`config.mk`:
```
export PLATFORM = sky130hd
export DESIGN_NAME = div_unit
export DESIGN_NICKNAME = d
export VERILOG_FILES = /design/src/design/div_pkg.sv /design/src/design/div_cmd_fifo.sv /design/src/design/div_stage.sv /design/src/design/div_datapath.sv /design/src/design/div_control.sv /design/src/design/div_unit.sv
export SDC_FILE = /design/constraint.sdc
export NUM_CORES = 1
export LEC_CHECK = 0
export ABC_AREA = 1
export BUFFER_PORTS_ARGS = -buffer_cell sky130_fd_sc_hd__buf_2
export CORE_ASPECT_RATIO = 1.5
export CORE_MARGIN = 2
export CORE_UTILIZATION = 55
export CTS_CLUSTER_SIZE = 12
export DETAILED_ROUTE_END_ITERATION = 8
export HOLD_SLACK_MARGIN = 0.12
export PLACE_DENSITY_LB_ADDON = 0.12
export SLEW_MARGIN = 25
export SYNTH_ARGS = -nofsm -noshare
export SYNTH_HDL_FRONTEND = slang
export SYNTH_SLANG_ARGS = --single-unit
```
`constraint.sdc`:
```
create_clock -name clk -period 8.9 [get_ports clk]
set_clock_uncertainty 0.2 [all_clocks]
set_input_delay 0 -clock clk [delete_from_list [all_inputs] [get_ports clk]]
set_output_delay 0 -clock clk [all_outputs]
set_load 0.01 [all_outputs]
```
`src/design/div_pkg.sv`:
```
`default_nettype none

package div_pkg;

	localparam int data_w = 32;
	localparam int tag_w = 4;
	localparam int digit_w = 4; // Quotient bits per iteration.
	localparam int num_iter = data_w / digit_w;

	typedef enum logic [1:0] {
		idle,
		iterate,
		done
	} div_state_t;

	// Request as written by the producer.
	typedef struct packed {
		logic [tag_w-1:0] tag;
		logic [data_w-1:0] dividend;
		logic [data_w-1:0] divisor;
	} div_cmd_t;

	typedef struct packed {
		logic [tag_w-1:0] tag;
		logic [data_w-1:0] quotient;
		logic [data_w-1:0] remainder;
	} div_res_t;

endpackage

`default_nettype wire

```
`src/design/div_cmd_fifo.sv`:
```
`timescale 1ns/1ps
`default_nettype none

module div_cmd_fifo #(
	parameter int depth = 4
) (
	input  logic clk,
	input  logic reset,
	input  logic push,
	input  div_pkg::div_cmd_t din,
	input  logic pop,
	output div_pkg::div_cmd_t dout,
	output logic empty,
	output logic credit
);
	import div_pkg::*;

	localparam int ptr_w = (depth > 1) ? $clog2(depth) : 1;
	localparam int cnt_w = $clog2(depth + 1);
	localparam logic [ptr_w-1:0] ptr_last = ptr_w'(depth - 1);
	localparam logic [cnt_w-1:0] cnt_full = cnt_w'(depth);

	div_cmd_t mem [depth];
	logic [ptr_w-1:0] wr_ptr;
	logic [ptr_w-1:0] rd_ptr;
	logic [cnt_w-1:0] count;

	assign empty = (count == '0);
	assign dout = mem[rd_ptr];

	always_ff @(posedge clk) begin
		if (push) begin
			mem[wr_ptr] <= din;
		end
	end

	always_ff @(posedge clk or negedge reset) begin
		if (!reset) begin
			wr_ptr <= '0;
			rd_ptr <= '0;
			count <= '0;
			credit <= 1'b0;
		end else begin
			credit <= pop; // One credit back per entry freed.
			if (push) begin
				wr_ptr <= (wr_ptr == ptr_last) ? '0 : wr_ptr + 1'b1;
			end
			if (pop) begin
				rd_ptr <= (rd_ptr == ptr_last) ? '0 : rd_ptr + 1'b1;
			end
			if (push && !pop) begin
				count <= count + 1'b1;
			end else if (pop && !push) begin
				count <= count - 1'b1;
			end
		end
	end

	// Producer may only write while holding a credit.
	assert_no_overflow: assert property (
		@(posedge clk) disable iff (!reset)
		push |-> (count != cnt_full)
	) else $error("div_cmd_fifo: push while full");

	assert_no_underflow: assert property (
		@(posedge clk) disable iff (!reset)
		pop |-> !empty
	) else $error("div_cmd_fifo: pop while empty");

endmodule

`default_nettype wire

```
`src/design/div_stage.sv`:
```
`timescale 1ns/1ps
`default_nettype none

module div_stage (
	input  logic [div_pkg::digit_w-1:0] digit,
	input  logic [div_pkg::data_w-1:0] divisor,
	input  logic [div_pkg::data_w-1:0] rem_in,
	output logic [div_pkg::data_w-1:0] rem_out,
	output logic [div_pkg::digit_w-1:0] q
);
	import div_pkg::*;

	always_comb begin : rows
		logic [data_w-1:0] rem;
		logic [data_w:0] shifted;
		logic [data_w+1:0] diff;
		rem = rem_in;
		q = '0;
		// One subtract-and-select row per quotient bit, MSB first.
		for (int i = digit_w - 1; i >= 0; i--) begin
			shifted = {rem, digit[i]}; // Keeps the bit shifted out.
			diff = {1'b0, shifted} - {2'b00, divisor};
			if (!diff[data_w+1]) begin
				rem = diff[data_w-1:0];
				q[i] = 1'b1;
			end else begin
				rem = shifted[data_w-1:0];
				q[i] = 1'b0;
			end
		end
		rem_out = rem;
	end

endmodule

`default_nettype wire

```
`src/design/div_datapath.sv`:
```
`timescale 1ns/1ps
`default_nettype none

module div_datapath (
	input  logic clk,
	input  logic reset,
	input  logic load,
	input  logic step,
	input  div_pkg::div_cmd_t cmd,
	output div_pkg::div_res_t res
);
	import div_pkg::*;

	logic [tag_w-1:0] tag_q;
	logic [data_w-1:0] divisor_q;
	logic [data_w-1:0] dvd_sr; // Unconsumed dividend digits.
	logic [data_w-1:0] rem_q;
	logic [data_w-1:0] quo_q;
	logic [digit_w-1:0] stage_digit;
	logic [data_w-1:0] stage_rem;
	logic [digit_w-1:0] stage_q;

	assign stage_digit = dvd_sr[data_w-1 -: digit_w];

	div_stage u_stage (
		.digit(stage_digit),
		.divisor(divisor_q),
		.rem_in(rem_q),
		.rem_out(stage_rem),
		.q(stage_q)
	);

	always_ff @(posedge clk) begin
		if (load) begin
			tag_q <= cmd.tag;
			divisor_q <= cmd.divisor;
			dvd_sr <= cmd.dividend;
		end else if (step) begin
			dvd_sr <= dvd_sr << digit_w;
		end
	end

	always_ff @(posedge clk or negedge reset) begin
		if (!reset) begin
			rem_q <= '0;
			quo_q <= '0;
		end else if (load) begin
			rem_q <= '0;
			quo_q <= '0;
		end else if (step) begin
			rem_q <= stage_rem;
			quo_q <= {quo_q[data_w-digit_w-1:0], stage_q}; // New digit in at the bottom.
		end
	end

	assign res = '{
		tag: tag_q,
		quotient: quo_q,
		remainder: rem_q
	};

endmodule

`default_nettype wire

```
`src/design/div_control.sv`:
```
`timescale 1ns/1ps
`default_nettype none

module div_control #(
	parameter int res_credits = 2
) (
	input  logic clk,
	input  logic reset,
	input  logic empty,
	output logic pop,
	output logic step,
	output logic res_valid,
	input  logic res_credit
);
	import div_pkg::*;

	localparam int cnt_w = $clog2(num_iter);
	localparam int cred_w = $clog2(res_credits + 1);
	localparam logic [cnt_w-1:0] last_iter = cnt_w'(num_iter - 1);
	localparam logic [cred_w-1:0] cred_max = cred_w'(res_credits);

	div_state_t state;
	div_state_t state_next;
	logic [cnt_w-1:0] iter_cnt;
	logic [cred_w-1:0] cred_cnt;

	// Issue needs a waiting command and a free result slot.
	assign pop = (state != iterate) && !empty && (cred_cnt != '0);
	assign step = (state == iterate);
	assign res_valid = (state == done);

	always_comb begin
		state_next = state;
		case (state)
			idle: begin
				if (pop) begin
					state_next = iterate;
				end
			end
			iterate: begin
				if (iter_cnt == last_iter) begin
					state_next = done;
				end
			end
			done: begin
				state_next = pop ? iterate : idle; // Back-to-back issue.
			end
			default: begin
				state_next = idle;
			end
		endcase
	end

	always_ff @(posedge clk or negedge reset) begin
		if (!reset) begin
			state <= idle;
			iter_cnt <= '0;
		end else begin
			state <= state_next;
			if (pop) begin
				iter_cnt <= '0;
			end else if (step) begin
				iter_cnt <= iter_cnt + 1'b1;
			end
		end
	end

	// Credit is taken at issue, so the result slot is reserved early.
	always_ff @(posedge clk or negedge reset) begin
		if (!reset) begin
			cred_cnt <= cred_max;
		end else if (pop && !res_credit) begin
			cred_cnt <= cred_cnt - 1'b1;
		end else if (res_credit && !pop) begin
			cred_cnt <= cred_cnt + 1'b1;
		end
	end

	assert_cred_bound: assert property (
		@(posedge clk) disable iff (!reset)
		cred_cnt <= cred_max
	) else $error("div_control: result credits above limit");

	// Consumer only returns credits for results it received.
	assert_no_extra_credit: assert property (
		@(posedge clk) disable iff (!reset)
		res_credit |-> (cred_cnt < cred_max)
	) else $error("div_control: credit returned while counter full");

	assert_step_window: assert property (
		@(posedge clk) disable iff (!reset)
		pop |=> step [*num_iter] ##1 (res_valid && !step)
	) else $error("div_control: iteration sequence broken");

endmodule

`default_nettype wire

```
`src/design/div_unit.sv`:
```
`timescale 1ns/1ps
`default_nettype none

module div_unit #(
	parameter int cmd_depth = 4,
	parameter int res_credits = 2
) (
	input  logic clk,
	input  logic reset,
	input  logic cmd_valid,
	input  div_pkg::div_cmd_t cmd,
	output logic cmd_credit,
	output logic res_valid,
	output div_pkg::div_res_t res,
	input  logic res_credit
);
	import div_pkg::*;

	div_cmd_t head;
	logic empty;
	logic pop;
	logic step;

	div_cmd_fifo #(
		.depth(cmd_depth)
	) u_cmd_fifo (
		.clk(clk),
		.reset(reset),
		.push(cmd_valid),
		.din(cmd),
		.pop(pop),
		.dout(head),
		.empty(empty),
		.credit(cmd_credit)
	);

	div_control #(
		.res_credits(res_credits)
	) u_control (
		.clk(clk),
		.reset(reset),
		.empty(empty),
		.pop(pop),
		.step(step),
		.res_valid(res_valid),
		.res_credit(res_credit)
	);

	// Head is captured on the same edge it leaves the queue.
	div_datapath u_datapath (
		.clk(clk),
		.reset(reset),
		.load(pop),
		.step(step),
		.cmd(head),
		.res(res)
	);

endmodule

`default_nettype wire

```
==> results of run 1 <==
==> flip-flops by register name, summed over array words and instances, names as in the netlist <==
register              flops
u_cmd_fifo.mem          272
u_datapath.divisor_q     32
u_datapath.dvd_sr        32
u_datapath.quo_q         32
u_datapath.rem_q         32
u_datapath.tag_q          4
u_cmd_fifo.count          3
u_control.iter_cnt        3
u_cmd_fifo.rd_ptr         2
u_cmd_fifo.wr_ptr         2
u_control.cred_cnt        2
u_control.state           2
u_cmd_fifo.credit         1
==> final cells by class <==
| type | count | area, µm² | share of cell area [%] |
|---|---|---|---|
| flip-flops and latches | 419 | 12200 | 39.24 |
| multi-input cells | 1961 | 11140 | 35.86 |
| repair buffers | 613 | 4697 | 15.11 |
| clock buffers | 72 | 1215 | 3.909 |
| inverters | 261 | 985.9 | 3.172 |
| well taps | 576 | 720.7 | 2.319 |
| clock inverters | 6 | 118.9 | 0.3824 |
| diodes | 1 | 2.502 | 0.008052 |
==> routing by layer <==
| layer | wire (µm) | up-vias |
|---|---|---|
| met2 | 40990 | 812 |
| li1 | - | 10530 |
| met3 | 4222 | 222 |
| met5 | 0 | - |
| met4 | 4923 | 0 |
| met1 | 28800 | 10590 |
==> worst min-delay path by stage <==
stage | end | slack, ps | depth (start not counted)
3_3_place_gp | u_cmd_fifo.wr_ptr[1]$_DFFE_PN0P_ | -370 | 1
5_1_grt | u_control.cred_cnt[0]$_DFFE_PN0P_ | 230 | 5
2_1_floorplan | u_cmd_fifo.count[0]$_DFFE_PN0P_ | -500 | 0
6_report | u_control.cred_cnt[0]$_DFFE_PN0P_ | 190 | 5
3_5_place_dp | u_cmd_fifo.wr_ptr[1]$_DFFE_PN0P_ | -370 | 1
4_1_cts | u_control.cred_cnt[0]$_DFFE_PN0P_ | 170 | 5
==> cells in the mapped netlist, drive strengths merged, types with 2 or more instances <==
| master | number | area (µm²) |
|---|---|---|
| edfxtp | 340 | 10210 |
| a21o | 14 | 105.1 |
| o22ai | 64 | 400.4 |
| a211oi | 4 | 30.03 |
| o21a | 9 | 67.56 |
| nor4 | 10 | 62.56 |
| o21ai | 280 | 1409 |
| nand2 | 557 | 2106 |
| ha | 137 | 1714 |
| a31oi | 34 | 212.7 |
| inv | 261 | 979.7 |
| a21oi | 149 | 745.7 |
| a21boi | 4 | 30.03 |
| buf | 32 | 201.5 |
| clkbuf | 56 | 210.2 |
| o21bai | 21 | 157.7 |
| dfrtp | 78 | 1952 |
| xor2 | 42 | 367.9 |
| xnor2 | 65 | 569.3 |
| nand3b | 17 | 127.6 |
| a221oi | 3 | 26.28 |
| nand3 | 119 | 630.6 |
| o31ai | 2 | 15.01 |
| a22o | 2 | 17.52 |
| nor3 | 23 | 120.1 |
| fa | 5 | 100.1 |
| o211ai | 4 | 30.03 |
| nand4 | 21 | 131.4 |
| nor2 | 358 | 1366 |
| or2 | 10 | 62.57 |
==> metrics by stage <==
step	TNS, ps	util [%]
after floorplan	0	-
after global placement	-9883	63.32
after detailed placement	-12220	63.32
after CTS	0	69.78
after global routing	-3587	71.04
final	0	71.04
==> critical path: cells and delay by family (launching register included) <==
family          cells  cell delay [ps]
flops               1              500
compound gates     12             2180
buf+inv            12             1680
fa+ha+maj           5             1500
xor+xnor            2              320
simple gates       20             2130
==> timing repair <==
item                                   in CTS  in global routing
buffers inserted                            2                 12
hold buffers                              142                  0
pin swaps                                   2                 14
endpoints found under the hold margin     443                  0
setup endpoints to repair                  33                 33
resized for setup                          19                127
==> cell families (layout without fill, tap and decap cells) <==
kind of cell	count (synthesis)	after routing
xor+xnor	107	107
other cells	0	1
simple gates	1117	1117
mux	1	1
fa+ha+maj	142	142
flops	419	419
buf+inv	349	952
compound gates	594	594
==> results.py, run 1 <==
metrics = {
    "status": {
        "outcome": "completed",
    },
    "critical_path": {
        "path_max_fanout": 12,
        "path_class": "reg2reg",
        "arrival_ps": 8910,
        "worstSetupStartpointType": "flop",
        "endpoint_kind": "flop",
        "endpoint": "u_datapath.rem_q[30]$_DFFE_PN0P_",
        "cp.required_ps": 9180,
        "reg2reg_to": "u_datapath.rem_q[30]$_DFFE_PN0P_",
        "crit_slowest_cell": "o21ai_0",
        "cpPeakStageDelay_ps": 540,
        "r2r_setup_slack_ps": 280,
        "reg2regPathDepth": 51,
        "crit_path_start": "u_datapath.divisor_q[0]$_DFFE_PP_",
        "r2r_start": "u_datapath.divisor_q[0]$_DFFE_PP_",
    },
    "grt": {
        "grt_overflow": 0,
        "grt.busiest_layer": "met2",
        "grt_pass1_wl_um": 119400,
        "grt_pass1_vias": 22720,
        "grt_max_degree": 110,
        "met1_usage_pct": 37.40,
        "antenna_found_initial": 1,
        "use_met2_pct": 62.61,
        "met3_usage_pct": 4.268,
        "grt_use_total_pct": 33.96,
    },
    "die": {
        "die_h_um": 261.1,
        "ioPinCount": 142,
        "coreArea_mm2": 0.04375,
        "chipWidth_um": 175.4,
        "die-area_mm2": 0.04581,
        "start_util_pct": 55.41,
        "rows": 94,
    },
    "final_layout": {
        "layoutNonFillerInstCount": 3909,
        "area_growth_pct": 28.20,
        "nFillCells": 3371,
        "drive_gt1_share_pct": 19.99,
        "fin_area_mm2": 0.03108,
        "nets": 3512,
        "mostFrequentLayoutCells": "535 x nand2_1, 347 x nor2_1, 340 x edfxtp_1, 321 x buf_4, 238 x inv_1",
        "final_common_cell": "nand2_1",
    },
    "clock_tree": {
        "cts.clk_slew.worst_paths_ps": 60,
        "clock-sinks": 419,
        "htree_levels": 2,
        "clk_latency_ps": 570,
        "cts_root_buffer": "clkbuf_16",
        "cts_buffers": 42,
        "clock_path_buffers": 3,
        "cts_tree": "done",
    },
    "sta": {
        "hold_viol": 0,
        "tightest_slew_ps": 1020,
        "fin_ws_ps": 278.9,
        "fin_crit_ps": 8621,
        "finalMaxSlewViolations": 0,
        "period_share_pct": 96.87,
        "setup_violations": 0,
        "holdWs_ps": 194.9,
        "relSlewSlack_pct": 31.98,
        "fmax_ghz": 0.1160,
    },
    "yosys": {
        "synthCells": 2729,
        "synth-edff-count": 340,
        "synth_fa_ha_area_share_pct": 7.483,
        "synth_compound_area_share_pct": 13.54,
        "ys_seq_area_share_pct": 50.27,
        "synthMuxAreaShare_pct": 0.04645,
        "synth_simple_gate_area_share_pct": 19.05,
        "syn_avg_cell_area_um2": 8.884,
        "yosys_warnings": 0,
        "syn_nets": 2943,
        "synth_top_family_by_area": "simple AND/OR/NAND/NOR gates",
        "synthArstFlopShare_pct": 18.85,
        "synth_xor_area_share_pct": 3.866,
        "synth.distinct_cells": 52,
        "netlist_area_mm2": 0.02424,
        "ys_ff_latch": 419,
        "synth-main-ff-cell": "edfxtp_1",
    },
    "placement": {
        "hpwl_um": 57230,
        "place_area_mm2": 0.02770,
        "place_ws_ps": -407.5,
        "placedCellCount": 3674,
        "port_buffers": 141,
        "place_congestion": 1.028,
    },
    "flow_run": {
        "maxCapViolCount": 0,
    },
    "hold_path": {
        "hold_path_class": "in2reg",
        "hp-start": "res_credit",
    },
    "route": {
        "postRouteAntennaNets": 0,
        "drtIter0Drc": 1595,
        "vias": 22150,
        "via_per_inst": 5.667,
        "post-route-drc-count": 0,
        "drt-pass1-iter-count": 6,
        "avgRoutedWirePerCell_um": 20.19,
        "routed_wl_um": 78940,
    },
}
Power of run 1 is not shown: default switching activity piles up to over one toggle a cycle in this logic, so the estimate is an artifact.
==> inputs of run 2 (changes only) <==
CORE_UTILIZATION = 50   (was 55)
SYNTH_HIERARCHICAL = 1   (was not set)
==> results.py, run 2 <==
metrics = {
    "yosys": {
        "netlist_area_mm2": 0.02566,
        "yosysTopAreaCell": "edfxtp_1",
        "ys_seq_area_share_pct": 47.49,
        "synth-edff-count": 340,
        "syn_nets": 3176,
        "ys_ff_latch": 419,
        "netlist.area_leader.share_pct": 39.78,
        "yosysMostFrequentCell": "nand2_1",
        "synth.distinct_cells": 57,
        "ys_top_cells_by_count": "945 x nand2_1, 377 x inv_1, 340 x edfxtp_1",
        "synth_area_leaders": "edfxtp_1 40%, nand2_1 14%, dfrtp_1 7.6%",
        "synthCells": 2963,
        "yosys_warnings": 6,
        "synthArstFlopShare_pct": 18.85,
        "synth-main-ff-cell": "edfxtp_1",
        "syn_avg_cell_area_um2": 8.662,
    },
    "critical_path": {
        "path_max_fanout": 13,
        "worstSetupStartpointType": "flop",
        "path_class": "reg2reg",
        "reg2regPathDepth": 56,
        "endpoint_kind": "flop",
        "cpPeakStageDelay_ps": 380,
        "arrival_ps": 9070,
        "cp.required_ps": 9200,
        "r2r_start": "u_datapath/divisor_q[18]$_DFFE_PP_",
        "r2r_setup_slack_ps": 130,
        "cpMostUsedCell": "nand2_1",
        "reg2reg_to": "u_datapath/rem_q[30]$_DFFE_PN0P_",
        "crit_slowest_cell": "edfxtp_1",
    },
    "status": {
        "outcome": "completed",
    },
    "sta": {
        "relSlewSlack_pct": 30.05,
        "fin_ws_ps": 131.0,
        "holdWs_ps": 244.0,
        "tightest_slew_ps": 1049,
        "hold_viol": 0,
        "setup_violations": 0,
        "finalMaxSlewViolations": 0,
        "fmax_ghz": 0.1140,
        "rsz0062_at_grt": "true",
        "period_share_pct": 98.53,
        "fin_tns_setup_ps": 0,
        "fin_crit_ps": 8769,
    },
    "hold_path": {
        "hold_path_class": "in2reg",
        "hp-start": "cmd_valid",
        "min_path_cells": 4,
        "hold_path_end": "u_cmd_fifo/count[0]$_DFFE_PN0P_",
    },
    "grt": {
        "grt_pass1_vias": 23870,
        "grt_use_total_pct": 30.80,
        "grt_max_degree": 97,
        "antenna_found_initial": 5,
        "grt_overflow": 0,
        "grt_pass1_wl_um": 126200,
    },
    "placement": {
        "port_buffers": 141,
        "place_congestion": 0.9586,
        "place_ws_ps": -738.2,
        "hpwl_um": 62180,
    },
    "final_layout": {
        "mostFrequentLayoutCells": "905 x nand2_1, 659 x buf_4, 352 x inv_1, 340 x edfxtp_1, 146 x nand3_1",
        "area_growth_pct": 39.06,
        "final_common_cell": "nand2_1",
        "nets": 4089,
        "largest_reg_flops": 272,
        "top_register": "u_cmd_fifo/mem",
        "nFillCells": 3951,
        "drive_gt1_share_pct": 30.35,
    },
    "clock_tree": {
        "clock-sinks": 419,
        "clk_latency_ps": 570,
        "cts_tree": "done",
        "clock_path_buffers": 3,
        "cts_buffers": 43,
        "cts_root_buffer": "clkbuf_16",
        "cts.clk_slew.worst_paths_ps": 60,
        "htree_levels": 2,
    },
    "die": {
        "chipWidth_um": 189.0,
        "start_util_pct": 50.65,
        "coreArea_mm2": 0.05067,
        "die-area_mm2": 0.05320,
        "rows": 101,
        "die_h_um": 281.5,
        "ioPinCount": 142,
    },
    "route": {
        "vias": 23990,
        "drtIter0Drc": 1576,
        "postRouteAntennaNets": 0,
        "via_per_inst": 5.247,
        "routed_wl_um": 85770,
        "post-route-drc-count": 0,
        "drt-pass1-iter-count": 5,
        "avgRoutedWirePerCell_um": 18.76,
    },
    "flow_run": {
        "maxCapViolCount": 0,
    },
}
-- run 2: changes by cell type after synthesis, moves of 16 or more --
| cell | delta |
|---|---|
| a31oi_1 | -23 |
| buf_2 | +16 |
| buf_6 | +41 |
| clkbuf_1 | -50 |
| inv_1 | +123 |
| nand2_1 | +394 |
| nand3_1 | +39 |
| nor2_1 | -223 |
| o211ai_1 | +129 |
| o21ai_0 | -131 |
| o22ai_1 | -64 |
| xnor2_1 | -25 |
| xor2_1 | +24 |
-- run 2: worst max-delay path by stage --
stage / startpoint / end / slack, ps / cells past startpoint
5_1_grt: u_datapath/divisor_q[3]$_DFFE_PP_ / u_datapath/rem_q[0]$_DFFE_PN0P_ / -190 / 63
4_1_cts: u_datapath/dvd_sr[31]$_DFFE_PP_ / u_datapath/rem_q[30]$_DFFE_PN0P_ / 2 / 57
2_1_floorplan: u_datapath/divisor_q[1]$_DFFE_PP_ / u_datapath/rem_q[13]$_DFFE_PN0P_ / 440 / 53
6_report: u_datapath/divisor_q[18]$_DFFE_PP_ / u_datapath/rem_q[30]$_DFFE_PN0P_ / 130 / 56
3_5_place_dp: u_datapath/divisor_q[18]$_DFFE_PP_ / u_datapath/rem_q[5]$_DFFE_PN0P_ / -740 / 55
3_3_place_gp: u_datapath/divisor_q[18]$_DFFE_PP_ / u_datapath/rem_q[21]$_DFFE_PN0P_ / -620 / 53
-- run 2: timing repair --
action / 4_1_cts / 5_1_grt
gates cloned: 0 / 7
resized for setup: 50 / 286
hold endpoints to repair: 462 / 0
pin swaps: 8 / 61
buffers inserted: 3 / 38
setup endpoints to repair: 33 / 33
hold buffers: 143 / 0
-- run 2: cells by family (layout without fill, tap and decap cells) --
kind of cell	Yosys count	in the layout	share of synthesized area [%]
buffers and inverters	489	1424	8.965
other	0	5	0
AND/OR/NAND/NOR	1315	1315	20.90
flip-flops	419	419	47.49
adder cells (fa/ha/maj)	141	141	7.020
XOR/XNOR	106	106	3.617
AO/OA/AOI/OAI	493	493	12.01
-- run 2: metal layers --
| metal | track usage [%] | vias to the layer above | part of all wire, % |
|---|---|---|---|
| li1 | - | 11730 | - |
| met1 | 36.14 | 11510 | 39 |
| met2 | 56.31 | 574 | 52 |
| met3 | 2.962 | 183 | 3.7 |
| met4 | 14.80 | 0 | 5.3 |
| met5 | 0 | - | 0 |
-- run 2: metrics by stage --
step	utilization, %	cells	cell area [µm²]
global placement	61.51	4309	31170
finish	70.43	4572	35690
detailed placement	61.51	4309	31170
floorplan	-	2963	25660
global route	70.42	4571	35690
CTS	67.20	4522	34060
-- run 2: worst max-delay path, delay by kind of cell, from the launching register on --
family | cells | cell delay, ps
AO/OA/AOI/OAI | 16 | 2630
buffers and inverters | 12 | 1500
flip-flops | 1 | 380
adder cells (fa/ha/maj) | 4 | 1140
AND/OR/NAND/NOR | 24 | 2800
-- run 2: final cells by class --
type / instances / area, µm² / share of cell area [%]
diodes: 5 / 12.51 / 0.03506
clock buffers: 57 / 1129 / 3.162
clock inverters: 10 / 145.1 / 0.4067
inverters: 391 / 1501 / 4.207
multi-input cells: 2055 / 12410 / 34.76
flip-flops and latches: 419 / 12190 / 34.15
well taps: 669 / 837.1 / 2.345
repair buffers: 964 / 7451 / 20.88
repair inverters: 2 / 17.52 / 0.04908
Power of run 2 is left out for the same reason.
